--- config.mk ---
export PLATFORM = sky130hd
export DESIGN_NAME = decode_stage2
export DESIGN_NICKNAME = d
export VERILOG_FILES = /design/src/common/decode_pkg.sv /design/src/control_store/decode_control.sv /design/src/control_store/ucontrol_store.sv /design/src/rtl/d2_pipe_reg.sv /design/src/rtl/decode_stage2.sv /design/src/rtl/field_selector.sv /design/src/rtl/reg_id_select.sv /design/src/rtl/segment_select.sv
export VERILOG_INCLUDE_DIRS = /design/src /design/src/common
export SDC_FILE = /design/constraint.sdc
export NUM_CORES = 1
export LEC_CHECK = 0
export BUFFER_PORTS_ARGS = -buffer_cell sky130_fd_sc_hd__buf_2
export CORE_MARGIN = 2
export CORE_UTILIZATION = 45
export DETAILED_ROUTE_END_ITERATION = 8
export GPL_TIMING_DRIVEN = 0
export PLACE_DENSITY = 0.69
export REMOVE_ABC_BUFFERS = 1
export SETUP_SLACK_MARGIN = 0.15
export SYNTH_ARGS = -nofsm -noshare
export SYNTH_HDL_FRONTEND = slang
export SYNTH_SLANG_ARGS = --single-unit
--- constraint.sdc ---
create_clock -name clk -period 6.7 [get_ports clk]
set_input_delay 0 -clock clk [delete_from_list [all_inputs] [get_ports clk]]
set_output_delay 0 -clock clk [all_outputs]
set_load 0.05 [all_outputs]
--- src/common/decode_macros.svh ---
`ifndef DECODE_MACROS_SVH
`define DECODE_MACROS_SVH

// datapath widths
`define IR_W 128
`define EIP_W 32

// opcodes with special merge rules
`define OP_MOVQ_ST 16'h0F7F
`define OP_CMPXCHG 16'h0FB0

`define REG_ESP 3'd4
`define UCODE_NOP '0

`endif

--- src/common/decode_pkg.sv ---
`default_nettype none

package decode_pkg;

   // width code for displacement, immediate and far offset fields
   typedef enum logic [1:0] {
      SZ8  = 2'b00,
      SZ16 = 2'b01,
      SZ32 = 2'b10,
      SZ48 = 2'b11
   } field_size_t;

   typedef enum logic [1:0] {
      OS8  = 2'b00,
      OS16 = 2'b01,
      OS32 = 2'b10,
      OS64 = 2'b11
   } op_size_t;

   typedef enum logic [2:0] {
      ES = 3'd0,
      CS = 3'd1,
      SS = 3'd2,
      DS = 3'd3,
      FS = 3'd4,
      GS = 3'd5
   } seg_id_t;

   typedef enum logic [2:0] {
      ADD  = 3'd0,
      OR   = 3'd1,
      ADC  = 3'd2,
      SBB  = 3'd3,
      AND  = 3'd4,
      SUB  = 3'd5,
      XOR  = 3'd6,
      PASS = 3'd7
   } aluk_t;

   // each mux_* bit selects the microcode value over the modrm-derived one
   typedef struct packed {
      op_size_t    op_size;
      logic        mux_op_size;
      logic        mem_rd;
      logic        mux_mem_rd;
      logic        mem_wr;
      logic        mux_mem_wr;
      logic        ld_gpr1;
      logic        mux_ld_gpr1;
      aluk_t       aluk;
      logic        mux_aluk;
      logic [2:0]  sr1;
      logic        mux_sr1;
      logic [2:0]  sr2;
      logic        mux_sr2;
      logic        mux_seg2;
      logic        seg1_needed;
      logic        sr1_needed;
      logic        mm1_needed;
      logic        ld_mm;
   } ucode_t;

endpackage

`default_nettype wire

--- src/control_store/decode_control.sv ---
`timescale 1ns/1ps
`default_nettype none

`include "decode_macros.svh"

module decode_control (
   input  decode_pkg::ucode_t      word,
   input  logic [15:0]             opcode,
   input  logic [7:0]              modrm,
   input  logic                    modrm_present,
   input  logic                    operand_override,
   input  decode_pkg::field_size_t offset_size,
   output decode_pkg::op_size_t    sr1_size,
   output decode_pkg::op_size_t    mem_size,
   output decode_pkg::op_size_t    dr1_size,
   output decode_pkg::field_size_t off_size,
   output logic                    mem_rd,
   output logic                    mem_wr,
   output logic                    ld_gpr1,
   output logic                    ld_mm,
   output logic                    sr1_needed,
   output logic                    seg1_needed,
   output logic                    mm1_needed,
   output decode_pkg::aluk_t       aluk,
   output logic                    cmpxchg,
   output logic                    base_reg_en
);
   import decode_pkg::*;

   localparam logic [15:0] OP_JMP_FAR = 16'h00EA;

   logic     mod_mem;
   logic     mod_reg;
   logic     is_movq_st;
   op_size_t op_size;

   assign mod_mem    = modrm_present && (modrm[7:6] != 2'b11);
   assign mod_reg    = (modrm[7:6] == 2'b11);
   assign is_movq_st = (opcode == `OP_MOVQ_ST);

   // the size prefix chooses 16 or 32 bits unless microcode fixes it
   assign op_size = word.mux_op_size ? word.op_size : (operand_override ? OS16 : OS32);

   assign mem_size = op_size;
   assign dr1_size = op_size;
   // memory forms read a 32-bit address register
   assign sr1_size = mod_mem ? OS32 : op_size;

   assign mem_rd  = word.mux_mem_rd ? word.mem_rd : mod_mem;
   assign mem_wr  = word.mux_mem_wr ? word.mem_wr : mod_mem;
   assign ld_gpr1 = word.mux_ld_gpr1 ? word.ld_gpr1 : mod_reg;
   assign aluk    = word.mux_aluk ? word.aluk : aluk_t'(modrm[5:3]);

   assign sr1_needed  = word.sr1_needed || mod_mem;
   assign seg1_needed = word.seg1_needed || mod_mem;

   // movq store with a register destination writes the mmx file
   assign ld_mm      = word.ld_mm || (mod_reg && is_movq_st);
   assign mm1_needed = word.mm1_needed && mod_reg && !is_movq_st;

   // 0FB0 and 0FB1 differ only in bit 0
   assign cmpxchg = ({opcode[15:1], 1'b0} == `OP_CMPXCHG);

   // mod 00 rm 101 is disp32 with no base register
   assign base_reg_en = !((modrm[7:6] == 2'b00) && (modrm[2:0] == 3'b101));

   // far jmp under the size prefix carries a 16:16 pointer
   assign off_size = (operand_override && opcode == OP_JMP_FAR) ? SZ32 : offset_size;

endmodule

`default_nettype wire

--- src/control_store/ucontrol_store.sv ---
`timescale 1ns/1ps
`default_nettype none

`include "decode_macros.svh"

module ucontrol_store (
   input  logic [7:0]        opcode,
   input  logic              opcode_size,
   output decode_pkg::ucode_t word
);
   import decode_pkg::*;

   // opcodes not listed below decode as a no-op word
   always_comb begin
      word = `UCODE_NOP;
      case ({opcode_size, opcode})
         9'h001: begin
            word.aluk       = ADD;
            word.mux_aluk   = 1'b1;
            word.sr1_needed = 1'b1;
         end
         9'h08B: begin
            word.aluk        = PASS;
            word.mux_aluk    = 1'b1;
            word.ld_gpr1     = 1'b1;
            word.mux_ld_gpr1 = 1'b1;
            word.mux_mem_wr  = 1'b1;
         end
         // group 1 takes its alu op from modrm reg
         9'h081: begin
            word.sr1_needed = 1'b1;
         end
         9'h006: begin
            word.mem_wr      = 1'b1;
            word.mux_mem_wr  = 1'b1;
            word.mux_mem_rd  = 1'b1;
            word.sr1         = `REG_ESP;
            word.mux_sr1     = 1'b1;
            word.seg1_needed = 1'b1;
            word.mux_seg2    = 1'b1;
         end
         9'h17F: begin
            word.op_size     = OS64;
            word.mux_op_size = 1'b1;
            word.mm1_needed  = 1'b1;
         end
         // cmpxchg compares against eax
         9'h1B0, 9'h1B1: begin
            word.aluk     = SUB;
            word.mux_aluk = 1'b1;
            word.sr2      = 3'd0;
            word.mux_sr2  = 1'b1;
         end
         default: begin
            word = `UCODE_NOP;
         end
      endcase
   end

endmodule

`default_nettype wire

--- src/rtl/d2_pipe_reg.sv ---
`timescale 1ns/1ps
`default_nettype none

`include "decode_macros.svh"

module d2_pipe_reg (
   input  logic                    clk,
   input  logic                    reset,
   input  logic                    valid_in,
   input  logic                    stall,
   input  logic [`EIP_W-1:0]       eip,
   input  logic [15:0]             cs,
   input  logic [3:0]              instr_length,
   input  logic [31:0]             disp32_d,
   input  logic [31:0]             imm32_d,
   input  logic [47:0]             offset48_d,
   input  logic                    disp_en_d,
   input  logic [2:0]              sr1_d, sr2_d, sr3_d, sr4_d,
   input  decode_pkg::seg_id_t     seg1_d, seg2_d,
   input  logic                    mux_seg_d,
   input  decode_pkg::op_size_t    sr1_size_d, mem_size_d, dr1_size_d,
   input  logic                    mem_rd_d, mem_wr_d, ld_gpr1_d, ld_mm_d,
   input  logic                    sr1_needed_d, seg1_needed_d, mm1_needed_d,
   input  decode_pkg::aluk_t       aluk_d,
   input  logic                    cmpxchg_d,
   input  logic                    base_reg_en_d,
   output logic                    valid_out,
   output logic [`EIP_W-1:0]       eip_out,
   output logic [15:0]             cs_out,
   output logic [31:0]             disp32,
   output logic [31:0]             imm32,
   output logic [47:0]             offset48,
   output logic                    disp_en,
   output logic [2:0]              sr1, sr2, sr3, sr4,
   output decode_pkg::seg_id_t     seg1, seg2,
   output logic                    mux_seg,
   output decode_pkg::op_size_t    sr1_size, mem_size, dr1_size,
   output logic                    mem_rd, mem_wr, ld_gpr1, ld_mm,
   output logic                    sr1_needed, seg1_needed, mm1_needed,
   output decode_pkg::aluk_t       aluk,
   output logic                    cmpxchg,
   output logic                    base_reg_en
);
   import decode_pkg::*;

   // control bits, cleared so nothing fires downstream after reset
   always_ff @(posedge clk) begin
      if (reset) begin
         valid_out   <= 1'b0;
         mem_rd      <= 1'b0;
         mem_wr      <= 1'b0;
         ld_gpr1     <= 1'b0;
         ld_mm       <= 1'b0;
         sr1_needed  <= 1'b0;
         seg1_needed <= 1'b0;
         mm1_needed  <= 1'b0;
         cmpxchg     <= 1'b0;
      end else if (!stall) begin
         valid_out   <= valid_in;
         mem_rd      <= mem_rd_d;
         mem_wr      <= mem_wr_d;
         ld_gpr1     <= ld_gpr1_d;
         ld_mm       <= ld_mm_d;
         sr1_needed  <= sr1_needed_d;
         seg1_needed <= seg1_needed_d;
         mm1_needed  <= mm1_needed_d;
         cmpxchg     <= cmpxchg_d;
      end
   end

   // payload only matters while valid_out is high
   always_ff @(posedge clk) begin
      if (!stall) begin
         eip_out     <= eip + {{(`EIP_W-4){1'b0}}, instr_length};
         cs_out      <= cs;
         disp32      <= disp32_d;
         imm32       <= imm32_d;
         offset48    <= offset48_d;
         disp_en     <= disp_en_d;
         sr1         <= sr1_d;
         sr2         <= sr2_d;
         sr3         <= sr3_d;
         sr4         <= sr4_d;
         seg1        <= seg1_d;
         seg2        <= seg2_d;
         mux_seg     <= mux_seg_d;
         sr1_size    <= sr1_size_d;
         mem_size    <= mem_size_d;
         dr1_size    <= dr1_size_d;
         aluk        <= aluk_d;
         base_reg_en <= base_reg_en_d;
      end
   end

endmodule

`default_nettype wire

--- src/rtl/decode_stage2.sv ---
`timescale 1ns/1ps
`default_nettype none

`include "decode_macros.svh"

module decode_stage2 (
   input  logic                    clk,
   input  logic                    reset,
   input  logic                    valid_in,
   input  logic                    stall,
   input  logic [`IR_W-1:0]        ir,
   input  logic [`EIP_W-1:0]       eip,
   input  logic [15:0]             cs,
   input  logic [3:0]              instr_length,
   input  logic [15:0]             opcode,
   input  logic                    opcode_size,
   input  logic                    operand_override,
   input  logic                    segment_override,
   input  decode_pkg::seg_id_t     seg_id,
   input  logic                    modrm_present,
   input  logic [7:0]              modrm,
   input  logic                    sib_present,
   input  logic [7:0]              sib,
   input  logic                    disp_present,
   input  logic [3:0]              disp_sel,
   input  decode_pkg::field_size_t disp_size,
   input  logic [3:0]              imm_sel,
   input  decode_pkg::field_size_t imm_size,
   input  logic [3:0]              off_sel,
   input  decode_pkg::field_size_t offset_size,
   output logic                    valid_out,
   output logic [`EIP_W-1:0]       eip_out,
   output logic [15:0]             cs_out,
   output logic [31:0]             disp32,
   output logic [31:0]             imm32,
   output logic [47:0]             offset48,
   output logic                    disp_en,
   output logic [2:0]              sr1, sr2, sr3, sr4,
   output decode_pkg::seg_id_t     seg1, seg2,
   output logic                    mux_seg,
   output decode_pkg::op_size_t    sr1_size, mem_size, dr1_size,
   output logic                    mem_rd, mem_wr, ld_gpr1, ld_mm,
   output logic                    sr1_needed, seg1_needed, mm1_needed,
   output decode_pkg::aluk_t       aluk,
   output logic                    cmpxchg,
   output logic                    base_reg_en
);
   import decode_pkg::*;

   ucode_t      uword;
   field_size_t off_size;
   logic [31:0] disp32_d;
   logic [31:0] imm32_d;
   logic [47:0] offset48_d;
   logic [2:0]  sr1_d, sr2_d, sr3_d, sr4_d;
   seg_id_t     seg1_d, seg2_d;
   logic        mux_seg_d;
   op_size_t    sr1_size_d, mem_size_d, dr1_size_d;
   logic        mem_rd_d, mem_wr_d, ld_gpr1_d, ld_mm_d;
   logic        sr1_needed_d, seg1_needed_d, mm1_needed_d;
   aluk_t       aluk_d;
   logic        cmpxchg_d;
   logic        base_reg_en_d;

   ucontrol_store u_ucontrol_store (
      .opcode(opcode[7:0]), .opcode_size(opcode_size), .word(uword)
   );

   decode_control u_decode_control (
      .word(uword), .opcode(opcode), .modrm(modrm), .modrm_present(modrm_present),
      .operand_override(operand_override), .offset_size(offset_size),
      .sr1_size(sr1_size_d), .mem_size(mem_size_d), .dr1_size(dr1_size_d),
      .off_size(off_size), .mem_rd(mem_rd_d), .mem_wr(mem_wr_d), .ld_gpr1(ld_gpr1_d),
      .ld_mm(ld_mm_d), .sr1_needed(sr1_needed_d), .seg1_needed(seg1_needed_d),
      .mm1_needed(mm1_needed_d), .aluk(aluk_d), .cmpxchg(cmpxchg_d),
      .base_reg_en(base_reg_en_d)
   );

   field_selector #(.field_t(logic [31:0])) u_disp_sel (
      .ir(ir), .sel(disp_sel), .size(disp_size), .field(disp32_d)
   );

   field_selector #(.field_t(logic [31:0])) u_imm_sel (
      .ir(ir), .sel(imm_sel), .size(imm_size), .field(imm32_d)
   );

   field_selector #(.field_t(logic [47:0])) u_off_sel (
      .ir(ir), .sel(off_sel), .size(off_size), .field(offset48_d)
   );

   segment_select u_segment_select (
      .opcode(opcode[7:0]), .opcode_size(opcode_size),
      .segment_override(segment_override), .seg_id(seg_id), .modrm(modrm),
      .modrm_present(modrm_present), .sib(sib), .sib_present(sib_present), .word(uword),
      .seg1(seg1_d), .seg2(seg2_d), .mux_seg(mux_seg_d)
   );

   reg_id_select u_reg_id_select (
      .modrm(modrm), .sib(sib), .sib_present(sib_present), .word(uword),
      .sr1(sr1_d), .sr2(sr2_d), .sr3(sr3_d), .sr4(sr4_d)
   );

   d2_pipe_reg u_d2_pipe_reg (
      .clk(clk), .reset(reset), .valid_in(valid_in), .stall(stall),
      .eip(eip), .cs(cs), .instr_length(instr_length),
      .disp32_d(disp32_d), .imm32_d(imm32_d), .offset48_d(offset48_d),
      .disp_en_d(disp_present),
      .sr1_d(sr1_d), .sr2_d(sr2_d), .sr3_d(sr3_d), .sr4_d(sr4_d),
      .seg1_d(seg1_d), .seg2_d(seg2_d), .mux_seg_d(mux_seg_d),
      .sr1_size_d(sr1_size_d), .mem_size_d(mem_size_d), .dr1_size_d(dr1_size_d),
      .mem_rd_d(mem_rd_d), .mem_wr_d(mem_wr_d), .ld_gpr1_d(ld_gpr1_d), .ld_mm_d(ld_mm_d),
      .sr1_needed_d(sr1_needed_d), .seg1_needed_d(seg1_needed_d),
      .mm1_needed_d(mm1_needed_d), .aluk_d(aluk_d), .cmpxchg_d(cmpxchg_d),
      .base_reg_en_d(base_reg_en_d),
      .valid_out(valid_out), .eip_out(eip_out), .cs_out(cs_out),
      .disp32(disp32), .imm32(imm32), .offset48(offset48), .disp_en(disp_en),
      .sr1(sr1), .sr2(sr2), .sr3(sr3), .sr4(sr4),
      .seg1(seg1), .seg2(seg2), .mux_seg(mux_seg),
      .sr1_size(sr1_size), .mem_size(mem_size), .dr1_size(dr1_size),
      .mem_rd(mem_rd), .mem_wr(mem_wr), .ld_gpr1(ld_gpr1), .ld_mm(ld_mm),
      .sr1_needed(sr1_needed), .seg1_needed(seg1_needed), .mm1_needed(mm1_needed),
      .aluk(aluk), .cmpxchg(cmpxchg), .base_reg_en(base_reg_en)
   );

endmodule

`default_nettype wire

--- src/rtl/field_selector.sv ---
`timescale 1ns/1ps
`default_nettype none

`include "decode_macros.svh"

module field_selector #(
   parameter type field_t = logic [31:0]
) (
   input  logic [`IR_W-1:0]        ir,
   input  logic [3:0]              sel,
   input  decode_pkg::field_size_t size,
   output field_t                  field
);
   import decode_pkg::*;

   localparam int FW = $bits(field_t);

   logic [47:0]   raw;
   logic [FW-1:0] ext;

   // byte sel of ir lands in raw[7:0], little-endian
   assign raw = 48'(ir >> {sel, 3'b000});

   always_comb begin
      case (size)
         SZ8:     ext = FW'($signed(raw[7:0]));
         SZ16:    ext = FW'($signed(raw[15:0]));
         SZ32:    ext = FW'(raw[31:0]);
         default: ext = FW'(raw);
      endcase
   end

   assign field = ext;

endmodule

`default_nettype wire

--- src/rtl/reg_id_select.sv ---
`timescale 1ns/1ps
`default_nettype none

module reg_id_select (
   input  logic [7:0]         modrm,
   input  logic [7:0]         sib,
   input  logic               sib_present,
   input  decode_pkg::ucode_t word,
   output logic [2:0]         sr1,
   output logic [2:0]         sr2,
   output logic [2:0]         sr3,
   output logic [2:0]         sr4
);
   import decode_pkg::*;

   logic [2:0] base_reg;

   // sib base replaces rm when a sib byte follows
   assign base_reg = sib_present ? sib[2:0] : modrm[2:0];

   assign sr1 = word.mux_sr1 ? word.sr1 : base_reg;
   assign sr2 = word.mux_sr2 ? word.sr2 : modrm[5:3];
   assign sr3 = modrm[5:3];
   // index register for the address stage
   assign sr4 = sib[5:3];

endmodule

`default_nettype wire

--- src/rtl/segment_select.sv ---
`timescale 1ns/1ps
`default_nettype none

module segment_select (
   input  logic [7:0]          opcode,
   input  logic                opcode_size,
   input  logic                segment_override,
   input  decode_pkg::seg_id_t seg_id,
   input  logic [7:0]          modrm,
   input  logic                modrm_present,
   input  logic [7:0]          sib,
   input  logic                sib_present,
   input  decode_pkg::ucode_t  word,
   output decode_pkg::seg_id_t seg1,
   output decode_pkg::seg_id_t seg2,
   output logic                mux_seg
);
   import decode_pkg::*;

   logic    pp_hit;
   seg_id_t pp_seg;
   logic    stack_addr;

   // push and pop of a segment register name it in the opcode
   always_comb begin
      pp_hit = 1'b1;
      pp_seg = DS;
      if (!opcode_size) begin
         case (opcode)
            8'h06, 8'h07: pp_seg = ES;
            8'h0E:        pp_seg = CS;
            8'h16, 8'h17: pp_seg = SS;
            8'h1E, 8'h1F: pp_seg = DS;
            default:      pp_hit = 1'b0;
         endcase
      end else begin
         case (opcode)
            8'hA0, 8'hA1: pp_seg = FS;
            8'hA8, 8'hA9: pp_seg = GS;
            default:      pp_hit = 1'b0;
         endcase
      end
   end

   // esp base in sib, or ebp base with a displacement
   assign stack_addr = (sib_present && sib[2:0] == 3'b100) ||
                       (modrm_present && (modrm[7:6] == 2'b01 || modrm[7:6] == 2'b10) &&
                        modrm[2:0] == 3'b101);

   always_comb begin
      if (segment_override) begin
         seg1 = seg_id;
      end else if (pp_hit) begin
         seg1 = pp_seg;
      end else if (stack_addr) begin
         seg1 = SS;
      end else begin
         seg1 = DS;
      end
   end

   assign seg2    = word.mux_seg2 ? seg_id_t'(modrm[5:3]) : SS;
   assign mux_seg = (seg_id == CS);

endmodule

`default_nettype wire

==> results.ini <==
[status]
outcome = completed

[setup_path]
reg2reg_depth = 4
worstPathMaxFanout = 57
timing.critical_path.required_ns = 6.87
regToRegStartpoint = u_d2_pipe_reg.valid_out
setup.worst_path.start_class = primary input
timing.critical_path.cells = buf_2, inv_2, nand2_1, a21oi_1, o31ai_4, buf_16, o21ai_1
critPathCaptureType = flip-flop
cp_data_arrival_time_ns = 3.60
setup.reg_to_reg.worst_slack_ns = 4.91
timing.critical_path.slowest_stage_cell = sky130_fd_sc_hd__buf_2
timing.critical_path.slowest_cell_delay_ns = 0.94
criticalPathCategory = in -> reg
r2r-end = u_d2_pipe_reg.valid_out

[die]
die-width_um = 208
die-height_um = 208
initial_utilization_pct = 45.7
rows = 74
core_area_um2 = 41000
io_pins = 442
total_die_area_um2 = 43300

[layout]
num-fill-cells = 3507
drive_above_1_share_pct = 40.0
flow.area_growth_from_synthesis_pct = 20.8
layout_net_count = 2194
multi_input_area_um2 = 12000
design_area_um2 = 22600
layout.area.seq_um2 = 5830

[clock_tree]
cts.repair_timing.setup_buffer_count = 0
clock_sink_count = 197
cts_hold_repair.buffers = 91
tritoncts = built
h_tree_depth = 4
ctsLongestPathBuffers = 2
cts_root_buffer = sky130_fd_sc_hd__clkbuf_16
cts_made_buffers = 17
cts.reportedPaths.clkPinSlew_ns = 0.08
worst_skew_pair.late_latency_ns = 0.46
cts_repair_resize_count = 0

[synth]
synth-warning-count = 0
cell_area_after_synthesis_um2 = 18700
combinational_family_with_the_most_area_after_synthesis = multiplexers
synth.area.mux_share_pct = 41.6
synth_seq_cells = 197
synth-compound-area-share_pct = 11.0
synth_adder_area_share_pct = 0.507
synth_enable_flop_cells = 188
ys_seq_area_share_pct = 31.1
yosys.cell_types.count = 75
synthArstFlopShare_pct = 0
postSynthAreaPerCell_um2 = 12.0
netlist.top_cell.by_area = sky130_fd_sc_hd__edfxtp_1
yosys.area.top_type_share_pct = 30.1
dominantRegCellSynth = sky130_fd_sc_hd__edfxtp_1
netlist_instances = 1567
synth-xor-area-share_pct = 1.40
post_synth_main_area_contributors = sky130_fd_sc_hd__edfxtp_1 (30%), sky130_fd_sc_hd__mux4_2 (29%), sky130_fd_sc_hd__mux2i_1 (11%)
yosys.area_share.simple_pct = 9.18

[power]
peakVddDrop_v = 0.000160
static-leakage-power_nw = 8.92
pwr_density_cell_nw_per_um2 = 194

[drt]
postRouteWirelength_um = 67800
route.detailed.drc = 0
post_drt_via_cell_ratio = 6.65
wire_per_inst_um = 27.2
firstDrtPassIters = 6
drt-initial-drc-count = 1660
via_count = 16563
ant_nets = 0

[global_routing]
first_global_vias = 16088
grt_pass1_wl_um = 102000
grt-ovfl-total = 0
global_route.usage.total_pct = 31.0
maximum_number_of_pins_on_one_net_before_global_route_repair = 110
grt_antenna_before_repair = 8

[placed_design]
port_buffers = 439
detailed_place_hpwl_um = 45600
place.gp.congestion = 0.964
post-place-ws_ns = 2.87
post_dp_cell_area_um2 = 21100

[sta]
clock.fmax_ghz = 0.292
worstMarginPinSlew_ns = 1.44
timing.final.max_slew_violations = 0
layout_setup_ws_ns = 3.28
unrepaired_setup_endpoints_after_global_routing = false
final.min_clock_period_ns = 3.42
clock_skew_ns = 0
final_hold_fails = 0
finalHoldWorstSlack_ns = 0.0380
timing.slew.headroom_pct = 3.52
min_period_over_period_pct = 51.1
final-setup-viol-count = 0

[job]
max_cap_violations = 0

[min_path]
holdCritPathClass = in -> reg
whs_path_depth = 3
hold_start = eip[2]
min_to = u_d2_pipe_reg.eip_out[2]

[Yosys cell counts, types with 11 or more instances]
cell type / number
sky130_fd_sc_hd__mux4_2: 242
sky130_fd_sc_hd__mux2i_1: 198
sky130_fd_sc_hd__edfxtp_1: 188
sky130_fd_sc_hd__nand2_1: 111
sky130_fd_sc_hd__nor2_1: 86
sky130_fd_sc_hd__clkbuf_1: 84
sky130_fd_sc_hd__a21oi_1: 81
sky130_fd_sc_hd__buf_2: 61
sky130_fd_sc_hd__nor2b_1: 39
sky130_fd_sc_hd__o21ai_0: 37
sky130_fd_sc_hd__a211oi_1: 36
sky130_fd_sc_hd__and2_1: 27
sky130_fd_sc_hd__buf_4: 27
sky130_fd_sc_hd__mux2_2: 27
sky130_fd_sc_hd__o21ai_1: 26
sky130_fd_sc_hd__o2bb2ai_1: 21
sky130_fd_sc_hd__xor2_1: 20
sky130_fd_sc_hd__inv_1: 19
sky130_fd_sc_hd__a21o_1: 15
sky130_fd_sc_hd__nand2b_1: 14
sky130_fd_sc_hd__nor3_1: 14
sky130_fd_sc_hd__buf_1: 12
sky130_fd_sc_hd__a221o_1: 11
sky130_fd_sc_hd__nand3_1: 11
sky130_fd_sc_hd__o32ai_1: 11
[power breakdown]
group	switching (W)	internal [W]	total [W]
logic	0.00113	0.000636	0.00177
registers	0.0000466	0.00151	0.00156
clock network	0.000560	0.000505	0.00106
total	0.00174	0.00265	0.00439
[per-stage QoR]
| step | power, W | utilization, % | TNS, ns | instances |
|---|---|---|---|---|
| 6_report | 0.00439 | 55.2 | 0 | 2492 |
| 5_1_grt | 0.00455 | 55.2 | 0 | 2492 |
| 2_1_floorplan | 0.00267 | - | 0 | 1381 |
| 4_1_cts | 0.00439 | 55.1 | 0 | 2488 |
| 3_3_place_gp | 0.00328 | 50.5 | -0.0726 | 2352 |
| 3_5_place_dp | 0.00328 | 51.4 | 0 | 2365 |
[layout by cell type, fill, tap and decap left out, types with 9 or more instances in the layout]
master	n
sky130_fd_sc_hd__dfxtp_1	9
sky130_fd_sc_hd__dlygate4sd3_1	91
sky130_fd_sc_hd__mux4_2	242
sky130_fd_sc_hd__and2_1	27
sky130_fd_sc_hd__nor2b_1	37
sky130_fd_sc_hd__xnor2_1	10
sky130_fd_sc_hd__nor3_1	12
sky130_fd_sc_hd__a21o_1	15
sky130_fd_sc_hd__o32ai_1	11
sky130_fd_sc_hd__clkbuf_16	17
sky130_fd_sc_hd__a221o_1	11
sky130_fd_sc_hd__a211oi_1	35
sky130_fd_sc_hd__nand3_1	11
sky130_fd_sc_hd__mux2i_1	198
sky130_fd_sc_hd__mux2_2	27
sky130_fd_sc_hd__nand2_1	111
sky130_fd_sc_hd__nand2b_1	14
sky130_fd_sc_hd__o2bb2ai_1	21
sky130_fd_sc_hd__xor2_1	20
sky130_fd_sc_hd__a21oi_1	80
sky130_fd_sc_hd__buf_2	432
sky130_fd_sc_hd__inv_1	16
sky130_fd_sc_hd__nor2_1	86
sky130_fd_sc_hd__edfxtp_1	188
sky130_fd_sc_hd__o21ai_0	37
sky130_fd_sc_hd__o21a_1	9
sky130_fd_sc_hd__o21ai_1	26
sky130_fd_sc_hd__a221oi_1	9
[flip-flops by register name, summed over array words and instances, names as in the netlist, 16 cells and up]
name / cells
u_d2_pipe_reg.imm32: 32
u_d2_pipe_reg.offset48: 48
u_d2_pipe_reg.disp32: 32
u_d2_pipe_reg.cs_out: 16
u_d2_pipe_reg.eip_out: 32
[cells by family after synthesis]
| group | Yosys count |
|---|---|
| AOI/OAI and AO/OA | 305 |
| xor gates and xnor gates | 30 |
| adders and majority gates | 7 |
| buffers and inverters | 210 |
| DFF | 197 |
| muxes | 470 |
| and+or+nand+nor | 348 |
[metal layers]
| layer | wire length, um | up-vias | GRT usage (%) |
|---|---|---|---|
| met3 | 7910 | 158 | 8.51 |
| met1 | 25200 | 8173 | 40.2 |
| met5 | 55 | - | 0 |
| met4 | 2830 | 8 | 14.1 |
| met2 | 31900 | 1203 | 48.6 |
| li1 | - | 7021 | - |
[layout make-up]
type / count / share of cell area [%]
clock inverters: 15 / 0.812
inverters: 24 / 0.431
flip-flops and latches: 197 / 25.7
well taps: 532 / 2.94
repair buffers: 544 / 15.3
clock buffers: 17 / 1.88
diodes: 3 / 0.0332
multi-input cells: 1160 / 52.9
[how the worst max path moves through the flow]
| stage | startpoint | end | slack [ns] | cells past startpoint |
|---|---|---|---|---|
| finish | off_sel[3] | u_d2_pipe_reg.offset48[40] | 3.28 | 7 |
| detailed placement | off_sel[3] | u_d2_pipe_reg.offset48[17] | 2.87 | 7 |
| floorplan | stall | u_d2_pipe_reg.seg1_needed | 2.27 | 3 |
| global placement | stall | u_d2_pipe_reg.seg1_needed | -0.07 | 4 |
| global route | off_sel[3] | u_d2_pipe_reg.offset48[38] | 3.06 | 7 |
| CTS | off_sel[3] | u_d2_pipe_reg.offset48[40] | 3.38 | 7 |
[critical path, delay by kind of cell]
family                 cells  cell delay, ns
and+or+nand+nor            1            0.59
AOI/OAI and AO/OA          3            0.99
buffers and inverters      3            1.92
Power figures use the tool's default switching activity.
